===== src/weight_cache_config.svh =====
/*
 * Weight cache configuration
 * Port count, address and data widths, tag store depth
 */
`ifndef WEIGHT_CACHE_CONFIG_SVH
`define WEIGHT_CACHE_CONFIG_SVH

// Processing-element ports
`define WC_NUM_PORTS 4

// Weight RAM address and weight width
`define WC_ADDR_W 13
`define WC_DATA_W 8

// Tag store depth
`define WC_NUM_SLOTS 16

`endif


===== src/weight_cache_pkg.sv =====
/*
 * Weight cache shared types
 * Addresses, weights, port and slot numbers, job state
 */
`include "weight_cache_config.svh"

package weight_cache_pkg;

    typedef logic [`WC_ADDR_W-1:0] addr_t;
    typedef logic [`WC_DATA_W-1:0] data_t;

    typedef logic [$clog2(`WC_NUM_PORTS)-1:0] port_idx_t;
    typedef logic [$clog2(`WC_NUM_SLOTS)-1:0] slot_idx_t;

    // Job controller states
    typedef enum logic [1:0] {
        JOB_IDLE   = 2'd0,
        JOB_CONFIG = 2'd1,
        JOB_WORK   = 2'd2
    } job_state_t;

endpackage


===== src/port_bus_if.sv =====
/*
 * Port to RAM arbiter bus
 * Miss request with address, one-cycle response with data
 */
`timescale 1ns/1ps

interface port_bus_if;

    // Miss held by the port until the response pulse
    logic                    miss_req;
    weight_cache_pkg::addr_t miss_addr;

    // RAM data routed back by the arbiter
    logic                    rsp_vld;
    weight_cache_pkg::data_t rsp_dat;

    modport port (
        output miss_req,
        output miss_addr,
        input  rsp_vld,
        input  rsp_dat
    );

    modport arb (
        input  miss_req,
        input  miss_addr,
        output rsp_vld,
        output rsp_dat
    );

endinterface


===== src/cache_ctrl.sv =====
/*
 * Weight cache job controller
 * Idle, config and work states, latches the cache/bypass mode
 */
`timescale 1ns/1ps

module cache_ctrl (
    input  logic clk,
    input  logic rst_n,
    input  logic cfg_vld,
    input  logic cfg_cache_en,
    output logic cfg_rdy,
    output logic work,
    output logic cache_en
);

    weight_cache_pkg::job_state_t state_q;
    weight_cache_pkg::job_state_t state_d;
    logic                         mode_q;

    // ==================================================
    // Job FSM
    // ==================================================
    always_comb begin
        state_d = state_q;
        case (state_q)
            weight_cache_pkg::JOB_IDLE:   if (cfg_vld) state_d = weight_cache_pkg::JOB_CONFIG;
            weight_cache_pkg::JOB_CONFIG: state_d = weight_cache_pkg::JOB_WORK;
            weight_cache_pkg::JOB_WORK:   if (cfg_vld) state_d = weight_cache_pkg::JOB_IDLE;
            default:                      state_d = weight_cache_pkg::JOB_IDLE;
        endcase
    end

    always_ff @(posedge clk or negedge rst_n) begin
        if (!rst_n) begin
            state_q <= weight_cache_pkg::JOB_IDLE;
        end else begin
            state_q <= state_d;
        end
    end

    // Mode taken on the way out of config, dropped before idle
    always_ff @(posedge clk or negedge rst_n) begin
        if (!rst_n) begin
            mode_q <= 1'b0;
        end else if (state_q == weight_cache_pkg::JOB_CONFIG) begin
            mode_q <= cfg_cache_en;
        end else if (state_d == weight_cache_pkg::JOB_IDLE) begin
            mode_q <= 1'b0;
        end
    end

    assign cfg_rdy  = (state_q == weight_cache_pkg::JOB_IDLE);
    assign work     = (state_q == weight_cache_pkg::JOB_WORK);
    assign cache_en = mode_q;

endmodule


===== src/weight_tag_store.sv =====
/*
 * Weight tag store
 * Preloaded tags filled in rotating order, data filled from RAM
 * responses, lowest-slot lookup for every port
 */
`timescale 1ns/1ps
`include "weight_cache_config.svh"

module weight_tag_store (
    input  logic                                        clk,
    input  logic                                        rst_n,
    input  logic                                        work,
    input  logic                                        cache_en,
    input  logic                                        idx_vld,
    input  weight_cache_pkg::addr_t                     idx_addr,
    output logic                                        idx_rdy,
    input  logic                                        fill_vld,
    input  weight_cache_pkg::addr_t                     fill_addr,
    input  weight_cache_pkg::data_t                     fill_dat,
    input  weight_cache_pkg::addr_t [`WC_NUM_PORTS-1:0] lookup_addr,
    output logic [`WC_NUM_PORTS-1:0]                    hit,
    output weight_cache_pkg::data_t [`WC_NUM_PORTS-1:0] hit_dat
);

    weight_cache_pkg::addr_t     tag_q [`WC_NUM_SLOTS];
    weight_cache_pkg::data_t     dat_q [`WC_NUM_SLOTS];
    logic [`WC_NUM_SLOTS-1:0]    tag_vld_q;
    logic [`WC_NUM_SLOTS-1:0]    dat_vld_q;
    weight_cache_pkg::slot_idx_t wr_ptr_q;
    logic                        preload;
    logic [`WC_NUM_SLOTS-1:0]    fill_match;
    weight_cache_pkg::slot_idx_t fill_slot;
    logic                        fill_wr;

    // Lowest set bit wins
    function automatic weight_cache_pkg::slot_idx_t lowest_slot(
        input logic [`WC_NUM_SLOTS-1:0] vec
    );
        weight_cache_pkg::slot_idx_t idx;
        idx = '0;
        for (int s = `WC_NUM_SLOTS - 1; s >= 0; s--) begin
            if (vec[s]) idx = weight_cache_pkg::slot_idx_t'(s);
        end
        return idx;
    endfunction

    assign idx_rdy = work & cache_en;
    assign preload = idx_vld & idx_rdy;

    // ==================================================
    // Fill from RAM responses
    // ==================================================
    for (genvar s = 0; s < `WC_NUM_SLOTS; s++) begin : g_fill
        assign fill_match[s] = tag_vld_q[s] & ~dat_vld_q[s] & (tag_q[s] == fill_addr);
    end

    assign fill_slot = lowest_slot(fill_match);
    assign fill_wr   = work & cache_en & fill_vld & (|fill_match);

    always_ff @(posedge clk or negedge rst_n) begin
        if (!rst_n) begin
            tag_vld_q <= '0;
            dat_vld_q <= '0;
            wr_ptr_q  <= '0;
        end else if (!work) begin
            tag_vld_q <= '0;
            dat_vld_q <= '0;
            wr_ptr_q  <= '0;
        end else begin
            if (fill_wr) dat_vld_q[fill_slot] <= 1'b1;
            // A new index overrides a fill to the same slot
            if (preload) begin
                tag_vld_q[wr_ptr_q] <= 1'b1;
                dat_vld_q[wr_ptr_q] <= 1'b0;
                wr_ptr_q            <= wr_ptr_q + 1'b1;
            end
        end
    end

    always_ff @(posedge clk) begin
        if (fill_wr) dat_q[fill_slot] <= fill_dat;
        if (preload) tag_q[wr_ptr_q] <= idx_addr;
    end

    // ==================================================
    // Per-port lookup
    // ==================================================
    for (genvar p = 0; p < `WC_NUM_PORTS; p++) begin : g_lookup
        logic [`WC_NUM_SLOTS-1:0]    match;
        weight_cache_pkg::slot_idx_t slot;

        for (genvar s = 0; s < `WC_NUM_SLOTS; s++) begin : g_cmp
            assign match[s] = tag_vld_q[s] & (tag_q[s] == lookup_addr[p]);
        end

        assign slot       = lowest_slot(match);
        assign hit[p]     = cache_en & (|match) & dat_vld_q[slot];
        assign hit_dat[p] = dat_q[slot];
    end

endmodule


===== src/weight_port.sv =====
/*
 * Weight cache port
 * Answers hits from the tag store, sends misses to the arbiter,
 * holds one response until the PE takes it
 */
`timescale 1ns/1ps

module weight_port (
    input  logic                    clk,
    input  logic                    rst_n,
    input  logic                    work,
    input  logic                    req_vld,
    input  weight_cache_pkg::addr_t req_addr,
    output logic                    req_rdy,
    input  logic                    rsp_rdy,
    output logic                    rsp_vld,
    output weight_cache_pkg::data_t rsp_dat,
    output weight_cache_pkg::addr_t lookup_addr,
    input  logic                    hit,
    input  weight_cache_pkg::data_t hit_dat,
    port_bus_if.port                bus
);

    logic rsp_free;
    logic hit_take;
    logic miss_now;
    logic miss_busy_q;
    logic rsp_load;

    assign lookup_addr = req_addr;

    // Register empty, or emptied this cycle
    assign rsp_free = ~rsp_vld | rsp_rdy;

    // ==================================================
    // Hit or miss decision
    // ==================================================
    assign hit_take = work & req_vld & hit & rsp_free & ~miss_busy_q;
    assign miss_now = work & req_vld & ~hit & ~rsp_vld;

    // Once raised, a miss stays up until its data returns,
    // even if a fill turns the address into a hit meanwhile
    assign bus.miss_req  = miss_busy_q | miss_now;
    assign bus.miss_addr = req_addr;

    always_ff @(posedge clk or negedge rst_n) begin
        if (!rst_n) begin
            miss_busy_q <= 1'b0;
        end else begin
            miss_busy_q <= bus.miss_req & ~bus.rsp_vld;
        end
    end

    // Miss requests are accepted together with their RAM data
    assign req_rdy = hit_take | bus.rsp_vld;

    // ==================================================
    // Response register
    // ==================================================
    assign rsp_load = hit_take | bus.rsp_vld;

    always_ff @(posedge clk or negedge rst_n) begin
        if (!rst_n) begin
            rsp_vld <= 1'b0;
        end else if (rsp_load) begin
            rsp_vld <= 1'b1;
        end else if (rsp_rdy) begin
            rsp_vld <= 1'b0;
        end
    end

    always_ff @(posedge clk) begin
        if (rsp_load) rsp_dat <= bus.rsp_vld ? bus.rsp_dat : hit_dat;
    end

endmodule


===== src/wram_arbiter.sv =====
/*
 * Weight RAM arbiter
 * Round-robin grant of port misses, one read in flight,
 * routes RAM data back to the port and to the tag store
 */
`timescale 1ns/1ps
`include "weight_cache_config.svh"

module wram_arbiter (
    input  logic                    clk,
    input  logic                    rst_n,
    port_bus_if.arb                 bus [`WC_NUM_PORTS],
    output logic                    wram_req_vld,
    output weight_cache_pkg::addr_t wram_req_addr,
    input  logic                    wram_req_rdy,
    input  logic                    wram_rsp_vld,
    input  weight_cache_pkg::data_t wram_rsp_dat,
    output logic                    fill_vld,
    output weight_cache_pkg::addr_t fill_addr,
    output weight_cache_pkg::data_t fill_dat
);

    logic [`WC_NUM_PORTS-1:0]                    miss_req;
    weight_cache_pkg::addr_t [`WC_NUM_PORTS-1:0] miss_addr;
    logic                                        busy_q;
    logic                                        req_pend_q;
    weight_cache_pkg::port_idx_t                 grant_q;
    weight_cache_pkg::port_idx_t                 last_q;
    weight_cache_pkg::port_idx_t                 pick;
    logic                                        pick_vld;
    weight_cache_pkg::addr_t                     addr_q;
    logic                                        rsp_fire;

    // RAM data for the granted read
    assign rsp_fire = busy_q & ~req_pend_q & wram_rsp_vld;

    for (genvar p = 0; p < `WC_NUM_PORTS; p++) begin : g_bus
        assign miss_req[p]    = bus[p].miss_req;
        assign miss_addr[p]   = bus[p].miss_addr;
        assign bus[p].rsp_vld = rsp_fire & (grant_q == weight_cache_pkg::port_idx_t'(p));
        assign bus[p].rsp_dat = wram_rsp_dat;
    end

    // ==================================================
    // Round-robin pick, starting after the last grant
    // ==================================================
    always_comb begin
        weight_cache_pkg::port_idx_t cand;
        pick_vld = 1'b0;
        pick     = last_q;
        // Walk down so the nearest requester wins
        for (int k = `WC_NUM_PORTS; k >= 1; k--) begin
            cand = last_q + weight_cache_pkg::port_idx_t'(k);
            if (miss_req[cand]) begin
                pick_vld = 1'b1;
                pick     = cand;
            end
        end
    end

    always_ff @(posedge clk or negedge rst_n) begin
        if (!rst_n) begin
            busy_q     <= 1'b0;
            req_pend_q <= 1'b0;
            grant_q    <= '0;
            last_q     <= '1;
        end else if (!busy_q) begin
            if (pick_vld) begin
                busy_q     <= 1'b1;
                req_pend_q <= 1'b1;
                grant_q    <= pick;
            end
        end else if (req_pend_q) begin
            if (wram_req_rdy) req_pend_q <= 1'b0;
        end else if (wram_rsp_vld) begin
            busy_q <= 1'b0;
            last_q <= grant_q;
        end
    end

    always_ff @(posedge clk) begin
        if (!busy_q && pick_vld) addr_q <= miss_addr[pick];
    end

    assign wram_req_vld  = req_pend_q;
    assign wram_req_addr = addr_q;

    // Every RAM response is offered to the tag store
    assign fill_vld  = rsp_fire;
    assign fill_addr = addr_q;
    assign fill_dat  = wram_rsp_dat;

endmodule


===== src/weight_cache.sv =====
/*
 * Weight cache top level
 * Job controller, tag store, PE ports and weight RAM arbiter
 */
`timescale 1ns/1ps
`include "weight_cache_config.svh"

module weight_cache (
    input  logic                                        clk,
    input  logic                                        rst_n,
    input  logic                                        cfg_vld,
    input  logic                                        cfg_cache_en,
    output logic                                        cfg_rdy,
    input  logic                                        idx_vld,
    output logic                                        idx_rdy,
    input  weight_cache_pkg::addr_t                     idx_addr,
    input  logic [`WC_NUM_PORTS-1:0]                    req_vld,
    output logic [`WC_NUM_PORTS-1:0]                    req_rdy,
    input  weight_cache_pkg::addr_t [`WC_NUM_PORTS-1:0] req_addr,
    output logic [`WC_NUM_PORTS-1:0]                    rsp_vld,
    input  logic [`WC_NUM_PORTS-1:0]                    rsp_rdy,
    output weight_cache_pkg::data_t [`WC_NUM_PORTS-1:0] rsp_dat,
    output logic                                        wram_req_vld,
    input  logic                                        wram_req_rdy,
    output weight_cache_pkg::addr_t                     wram_req_addr,
    input  logic                                        wram_rsp_vld,
    input  weight_cache_pkg::data_t                     wram_rsp_dat
);

    logic                                        work;
    logic                                        cache_en;
    weight_cache_pkg::addr_t [`WC_NUM_PORTS-1:0] lookup_addr;
    logic [`WC_NUM_PORTS-1:0]                    hit;
    weight_cache_pkg::data_t [`WC_NUM_PORTS-1:0] hit_dat;
    logic                                        fill_vld;
    weight_cache_pkg::addr_t                     fill_addr;
    weight_cache_pkg::data_t                     fill_dat;

    port_bus_if u_bus [`WC_NUM_PORTS] ();

    cache_ctrl u_ctrl (
        .clk          (clk),
        .rst_n        (rst_n),
        .cfg_vld      (cfg_vld),
        .cfg_cache_en (cfg_cache_en),
        .cfg_rdy      (cfg_rdy),
        .work         (work),
        .cache_en     (cache_en)
    );

    weight_tag_store u_tags (
        .clk         (clk),
        .rst_n       (rst_n),
        .work        (work),
        .cache_en    (cache_en),
        .idx_vld     (idx_vld),
        .idx_addr    (idx_addr),
        .idx_rdy     (idx_rdy),
        .fill_vld    (fill_vld),
        .fill_addr   (fill_addr),
        .fill_dat    (fill_dat),
        .lookup_addr (lookup_addr),
        .hit         (hit),
        .hit_dat     (hit_dat)
    );

    // One request/response port per PE row
    for (genvar p = 0; p < `WC_NUM_PORTS; p++) begin : g_port
        weight_port u_port (
            .clk         (clk),
            .rst_n       (rst_n),
            .work        (work),
            .req_vld     (req_vld[p]),
            .req_addr    (req_addr[p]),
            .req_rdy     (req_rdy[p]),
            .rsp_rdy     (rsp_rdy[p]),
            .rsp_vld     (rsp_vld[p]),
            .rsp_dat     (rsp_dat[p]),
            .lookup_addr (lookup_addr[p]),
            .hit         (hit[p]),
            .hit_dat     (hit_dat[p]),
            .bus         (u_bus[p])
        );
    end

    wram_arbiter u_arb (
        .clk           (clk),
        .rst_n         (rst_n),
        .bus           (u_bus),
        .wram_req_vld  (wram_req_vld),
        .wram_req_addr (wram_req_addr),
        .wram_req_rdy  (wram_req_rdy),
        .wram_rsp_vld  (wram_rsp_vld),
        .wram_rsp_dat  (wram_rsp_dat),
        .fill_vld      (fill_vld),
        .fill_addr     (fill_addr),
        .fill_dat      (fill_dat)
    );

endmodule


===== config.mk =====
export PLATFORM = sky130hd
export DESIGN_NAME = weight_cache
export DESIGN_NICKNAME = d
export VERILOG_FILES = /design/src/weight_cache_pkg.sv /design/src/port_bus_if.sv /design/src/cache_ctrl.sv /design/src/weight_tag_store.sv /design/src/weight_port.sv /design/src/wram_arbiter.sv /design/src/weight_cache.sv
export VERILOG_INCLUDE_DIRS = /design/src /design/src/src
export SDC_FILE = /design/constraint.sdc
export NUM_CORES = 2
export LEC_CHECK = 0
export BUFFER_PORTS_ARGS = -buffer_cell sky130_fd_sc_hd__buf_2
export CAP_MARGIN = 0
export CELL_PAD_IN_SITES_DETAIL_PLACEMENT = 0
export CELL_PAD_IN_SITES_GLOBAL_PLACEMENT = 1
export CORE_MARGIN = 10
export CORE_UTILIZATION = 50
export CTS_CLUSTER_DIAMETER = 60
export DETAILED_ROUTE_END_ITERATION = 10
export GPL_ROUTABILITY_DRIVEN = 0
export GPL_TIMING_DRIVEN = 0
export HOLD_SLACK_MARGIN = 0.05
export PLACE_DENSITY = 0.91
export REMOVE_ABC_BUFFERS = 1
export SETUP_SLACK_MARGIN = 0.2
export SLEW_MARGIN = 25
export SYNTH_ARGS = -nofsm -noshare
export SYNTH_HDL_FRONTEND = slang
export SYNTH_HIERARCHICAL = 1
export SYNTH_SLANG_ARGS = --single-unit

===== constraint.sdc =====
create_clock -name clk -period 10.6 [get_ports clk]
set_clock_uncertainty 0.1 [all_clocks]
set_input_delay 0 -clock clk [delete_from_list [all_inputs] [get_ports clk]]
set_output_delay 0 -clock clk [all_outputs]
set_load 0.1 [all_outputs]

Yosys cells after proc, flatten, opt, wreduce, memory -nomap -nowiden:

Memories as Yosys holds them, arrays and structs flattened.
Index checks and enable logic that the tools add are counted.

* register bits after elaboration: 98
* RAM bits: 336
* memories: 2
* bits of input ports: 88

* reductions and logical operators: 20
* bitwise logic cells: 192
* add/subtract/negate cells: 4
* order comparisons: 13
* multiplexer cells: 146
* equality and inequality tests: 86

Memories
* u_tags.tag_q: words 16, width 13, read ports 16, clocked after Yosys merged registers in 0, wr ports 1, RTL line weight_tag_store.sv:25 `` weight_cache_pkg::addr_t tag_q [`WC_NUM_SLOTS]; ``
* u_tags.dat_q: words 16, width 8, read ports 4, clocked after Yosys merged registers in 0, wr ports 1, RTL line weight_tag_store.sv:26 `` weight_cache_pkg::data_t dat_q [`WC_NUM_SLOTS]; ``

Operators by type and width (count)
* == test 13 bit: 80
* two-way mux 4 bit: 82
* bitwise AND 1 bit: 142
* two-way mux 16 bit: 6
* OR reduction 16 bit: 5
* two-way mux 1 bit: 36
* inverter 1 bit: 34
* two-way mux 8 bit: 4
* bitwise OR 16 bit: 2
* less-than comparator 4 x 5 -> 1 bit, second input constant: 6
* binary-select mux 13 bit (select 2 bit): 1
* bitwise AND 16 bit: 1
* binary-select mux 1 bit (select 4 bit): 4
* inverter 16 bit: 1
* less-than comparator 2 x 3 -> 1 bit, second input constant: 5
* two-way mux 13 bit: 1
* bitwise OR 1 bit: 12
* nonzero test 2 bit: 6
* two-way mux 2 bit: 5
* binary-select mux 1 bit (select 2 bit): 4
* demux 1 bit (select 4 bit): 2
* greater-or-equal comparator 4 x 1 -> 1 bit, second input constant: 2
* == test 2 bit, second input constant: 3
* logical NOT 2 bit: 3
* other kinds (10): 14

Logic depth before layout (Yosys ltp):

* depth after elaboration: 33
* mapped depth: 25
* gate-level depth less buffers: 18

Modules after synthesis:

Netlist, hierarchy kept.

By module, submodules not included
* weight_tag_store: cells an instance 3031, seq. area each 10990.5 µm², area an instance 31595.3 µm², instances 1
* weight_port: cells an instance 54, seq. area each 290.3 µm², area an instance 673.1 µm², instances 4
* wram_arbiter: cells an instance 148, seq. area each 543.0 µm², area an instance 1584.0 µm², instances 1
* cache_ctrl: cells an instance 12, seq. area each 75.1 µm², area an instance 140.1 µm², instances 1

Worst setup path after synthesis:

No wires, ideal clock.

* path kind: flip-flop to flip-flop
* from: mem u_tags/tag_q[12][2] in the netlist's numbering
* to: reg g_port[2].u_port.rsp_dat[0], enable pin
* setup slack: 5.193 ns
* library setup time: 0.440 ns
* period minus slack after synthesis: 5.407 ns
* cell stages (with the launch flop): 16
* arrival time: 4.867 ns
* cells stage by stage: edfxtp_1 buf_2 xor2_1 or4_4 nor4_4 a211oi_1 o31a_1 o31a_1 o21ai_4 buf_6 nand2_1 a31oi_1 a211oi_1 nor4_1 nand4b_1 o21bai_1

RTL lines
* start, declared: RTL line weight_tag_store.sv:25
* end signal, assigned: RTL line weight_port.sv:73 `if (rsp_load) rsp_dat <= bus.rsp_vld ? bus.rsp_dat : hit_dat;`
* end, declared: RTL line weight_port.sv:17 `output weight_cache_pkg::data_t rsp_dat,`

==> results.sh <==
export IMPL_final_common_cell="xnor2_1"
export IMPL_nNetsFinal=3231
export IMPL_postCtsHoldBufs=42
export IMPL_drt_total_wl_mm=141
export IMPL_proportion_of_synthesized_area_in_mux_cells_pct=11.5
export IMPL_route_detailed_wl_per_inst_um=34.2
export IMPL_ctsLongestPathBuffers=3
export IMPL_hold_violations=0
export IMPL_die_width_um=288
export IMPL_layout_drive_gt1_share_pct=15.7
export IMPL_power_per_cell_area_mw_per_mm2=151
export IMPL_cts_repair_resize_count=0
export IMPL_place_area_mm2=0.0357
export IMPL_grt_overflow_total=0
export IMPL_cp_num_buf_inv=1
export IMPL_critical_path_peak_fanout=17
export IMPL_worstMarginPinSlew_ns=1.36
export IMPL_result_of_the_run="completed"
export IMPL_dieHeight_um=288
export IMPL_rr_worst_depth=19
export IMPL_top_level_port_count=144
export IMPL_r2r_start="u_tags/tag_q[5][9]$_DFFE_PP_"
export IMPL_std_cell_rows=98
export IMPL_yosys_cell_types_count=89
export IMPL_initial_antenna_violation_count=5
export IMPL_worst_hold_path_num_cells=3
export IMPL_postSynthAreaPerCell_um2=10.6
export IMPL_postSynthCellCount=3407
export IMPL_worst_r2r_endpoint="u_arb/fill_addr[6]$_DFFE_PP_"
export IMPL_slew_headroom_pct=8.25
export IMPL_io_buffers=143
export IMPL_initialDrtViolationCount=5765
export IMPL_tritoncts_clock_tree="built"
export IMPL_multi_input_comb_area_mm2=0.0200
export IMPL_worst_hold_startpoint="cfg_vld"
export IMPL_timing_critical_path_cells="xor2_1 -> or4_4 -> nor4_4 -> a211oi_1 -> o31a_1 -> o31a_1 -> o21ai_4 -> a221oi_1 -> a21oi_1 -> nor2b_1 -> nor4_1 -> nand4b_1 -> o21bai_1 -> buf_2"
export IMPL_finalSetupViolations=0
export IMPL_timing_setup_tns_ns=0
export IMPL_synth_enable_flop_cells=381
export IMPL_path_clk_slew_ns=0.06
export IMPL_synth_compound_area_share_pct=4.29
export IMPL_seq_area_frac_synth_pct=35.5
export IMPL_die_area_mm2=0.0832
export IMPL_layout_common_cells="xnor2_1 (859), edfxtp_1 (381), nand4_1 (287)"
export IMPL_ff_latch_area_mm2=0.0128
export IMPL_start_util_pct=50.4
export IMPL_pin_count_of_the_biggest_net_entering_global_routing=44
export IMPL_worstSkewPairLatency_ns=0.63
export IMPL_rsz0062_at_grt="no"
export IMPL_layout_cells_non_filler=4134
export IMPL_timing_final_max_slew_violations=0
export IMPL_tritoncts_num_sinks=434
export IMPL_start_kind="flip-flop"
export IMPL_stdcell_area_mm2=0.0379
export IMPL_cts_made_buffers=49
export IMPL_crit_required_ns=10.50
export IMPL_critical_path_slowest_cell="o21bai_1"
export IMPL_core_area_mm2=0.0715
export IMPL_synthSimpleGateAreaFrac_pct=13.5
export IMPL_synth_fa_ha_area_share_pct=0.139
export IMPL_critical_path_top_cell_by_count="o31a_1"
export IMPL_static_leakage_power_nw=12.1
export IMPL_timing_max_cap_violations=0
export IMPL_n_fill_cell=6004
export IMPL_synth_xor_xnor_area_share_pct=25.5
export IMPL_gr_usage_all_layers_pct=32.8
export IMPL_ir_drop_mv=0.128
export IMPL_via_count=29327
export IMPL_setup_worst_path_end_class="output pin"
export IMPL_detailed_place_hpwl_mm=90.2
export IMPL_critical_path_class="flip-flop to output pin"
export IMPL_postSynth_asyncResetShare_pct=12.2
export IMPL_grt_pass1_wl_mm=197
export IMPL_worstPathArrival_ns=6.83
export IMPL_ant_nets=0
export IMPL_final_period_utilization_pct=65.4
export IMPL_numPlacedInstances=3995
export IMPL_final_period_minus_worst_setup_slack_ns=6.93
export IMPL_max_freq_mhz=144
export IMPL_h_tree_depth=2
export IMPL_ys_seq_elements=434
export IMPL_largest_family_of_logic_cells_by_synthesized_area="XOR/XNOR gates"
export IMPL_critical_path_top_delay_family="compound AO/OA/AOI/OAI gates"
export IMPL_cp_slowest_stage_delay_ns=0.93
export IMPL_first_global_vias=27726
export IMPL_areaGrowthSynthToFinish_pct=5.20
export IMPL_drcViolationCount=0
export IMPL_synth_top_flop_cell="edfxtp_1"
export IMPL_clock_root_buffer="clkbuf_16"
export IMPL_worst_r2r_setup_slack_ns=3.92
export IMPL_min_delay_worst_endpoint="u_ctrl/state_q[0]$_DFF_PN0_"
export IMPL_cts_post_setup_buffers_inserted=0
export IMPL_syn_cell_area_mm2=0.0360
export IMPL_worst_hold_path_class="input pin to flip-flop"
export IMPL_yosysWarningCount=6
export IMPL_detail_route_first_pass_iterations=9
export IMPL_post_drt_via_cell_ratio=7.09
## metrics by stage
step	utilization (%)	setup WS, ns	total power, mW	hold WS [ns]
after detailed placement	49.9	4.12	3.83	-0.201
after floorplan	-	3.01	3.17	-0.396
after CTS	52.9	3.92	5.65	0.0747
after global routing	53.0	3.66	5.84	0.0990
after global placement	48.4	0.196	3.67	0.157
final	53.0	3.67	5.73	0.0967
## layer usage
metal	share of wire [%]	vias up	global-route usage, %
met5	0.033	-	0.407
li1	-	11425	-
met1	34	13862	40.1
met2	40	3154	46.0
met4	8.5	2	22.2
met3	18	884	14.5
## worst max-delay path by stage
stage / start / endpoint / depth (start not counted)
2_1_floorplan: u_tags/tag_q[14][6]$_DFFE_PP_ / g_port[1].u_port/rsp_dat[0]$_DFFE_PP_ / 13
3_3_place_gp: req_addr[23] / u_arb/fill_addr[9]$_DFFE_PP_ / 19
3_5_place_dp: req_addr[23] / u_arb/fill_addr[11]$_DFFE_PP_ / 20
4_1_cts: u_tags/tag_q[13][5]$_DFFE_PP_ / req_rdy[2] / 14
5_1_grt: u_tags/tag_q[7][9]$_DFFE_PP_ / req_rdy[1] / 15
6_report: u_tags/tag_q[12][2]$_DFFE_PP_ / req_rdy[2] / 14
## cell usage after synthesis, types with 7 or more instances
| master | count | area [um2] |
|---|---|---|
| a22o_1 | 7 | 61.3 |
| mux4_2 | 93 | 2090 |
| nand3b_1 | 10 | 75.1 |
| buf_6 | 46 | 518 |
| and2_1 | 7 | 43.8 |
| nand4b_1 | 10 | 87.6 |
| mux2_4 | 28 | 420 |
| buf_4 | 184 | 1380 |
| edfxtp_1 | 381 | 11400 |
| o21bai_1 | 8 | 60.1 |
| dfrtp_1 | 51 | 1280 |
| inv_1 | 38 | 143 |
| mux2_2 | 26 | 293 |
| o21a_1 | 20 | 150 |
| a22oi_1 | 26 | 195 |
| buf_2 | 116 | 581 |
| or4_1 | 16 | 120 |
| mux2i_1 | 122 | 1220 |
| nor3b_1 | 8 | 60.1 |
| o211ai_1 | 9 | 67.6 |
| xnor2_1 | 859 | 7520 |
| a211oi_1 | 8 | 60.1 |
| nor3_1 | 44 | 220 |
| nand2b_1 | 30 | 188 |
| o221ai_1 | 9 | 78.8 |
| buf_1 | 18 | 67.6 |
| nand3_1 | 43 | 215 |
| xor2_1 | 176 | 1540 |
| nor2b_1 | 18 | 113 |
| clkbuf_1 | 197 | 739 |
| a21oi_1 | 41 | 205 |
| nand4_1 | 287 | 1800 |
| a221o_1 | 8 | 80.1 |
| nand2_1 | 146 | 548 |
| nor4_1 | 110 | 688 |
| o211a_1 | 13 | 130 |
| nor2_1 | 81 | 304 |
## worst reg2reg max path: stages, from the launching register on
cell and delay [ns]:
edfxtp_1 0.56, xor2_1 0.23, nor4_1 0.28, nand3_1 0.12
nor3_1 0.89, or2_2 0.33, o21bai_1 0.22, a21boi_4 0.24
buf_8 0.23, mux2i_1 0.12, mux2_2 0.29, o211ai_1 0.19
nor4bb_1 0.83, nand4bb_1 0.27, nand2_1 0.13, nand2b_1 0.11
o21a_1 0.13, o21a_2 0.67, mux2i_1 0.31, mux2i_1 0.12
## cells by family after synthesis
logic type                 after synthesis
buffers and inverters                  601
adders and majority gates                4
muxes                                  274
xor gates and xnor gates              1042
DFF                                    434
and+or+nand+nor                        851
AOI/OAI and AO/OA                      201
## state kept, by name, summed over array words and instances, names as in the netlist, 2 cells and up
name and flops:
u_tags/tag_q 208, u_tags/dat_vld_q 16, u_tags/wr_ptr_q 4, g_port.u_port/miss_busy_q 4, u_arb/last_q 2, u_tags/dat_q 128
u_tags/tag_vld_q 16, g_port.u_port/rsp_vld 4, u_arb/fill_addr 13, u_arb/grant_q 2, u_ctrl/state_q 2, g_port.u_port/rsp_dat 32
## power by group
| part | switching, mW | internal [mW] |
|---|---|---|
| Combinational | 1.22 | 0.610 |
| Sequential | 0.132 | 1.95 |
| Clock | 0.770 | 1.05 |
| Total | 2.12 | 3.61 |
## area by class of cell
class	instances	share of cell area, %
antenna	5	0.0330
clock buffer	57	3.45
clock inverter	34	1.07
inverter	38	0.377
multi-input combinational	2372	52.7
sequential	434	33.7
tap	950	3.14
timing repair buffer	244	5.53
No activity file was read; power rests on OpenSTA's default activity.
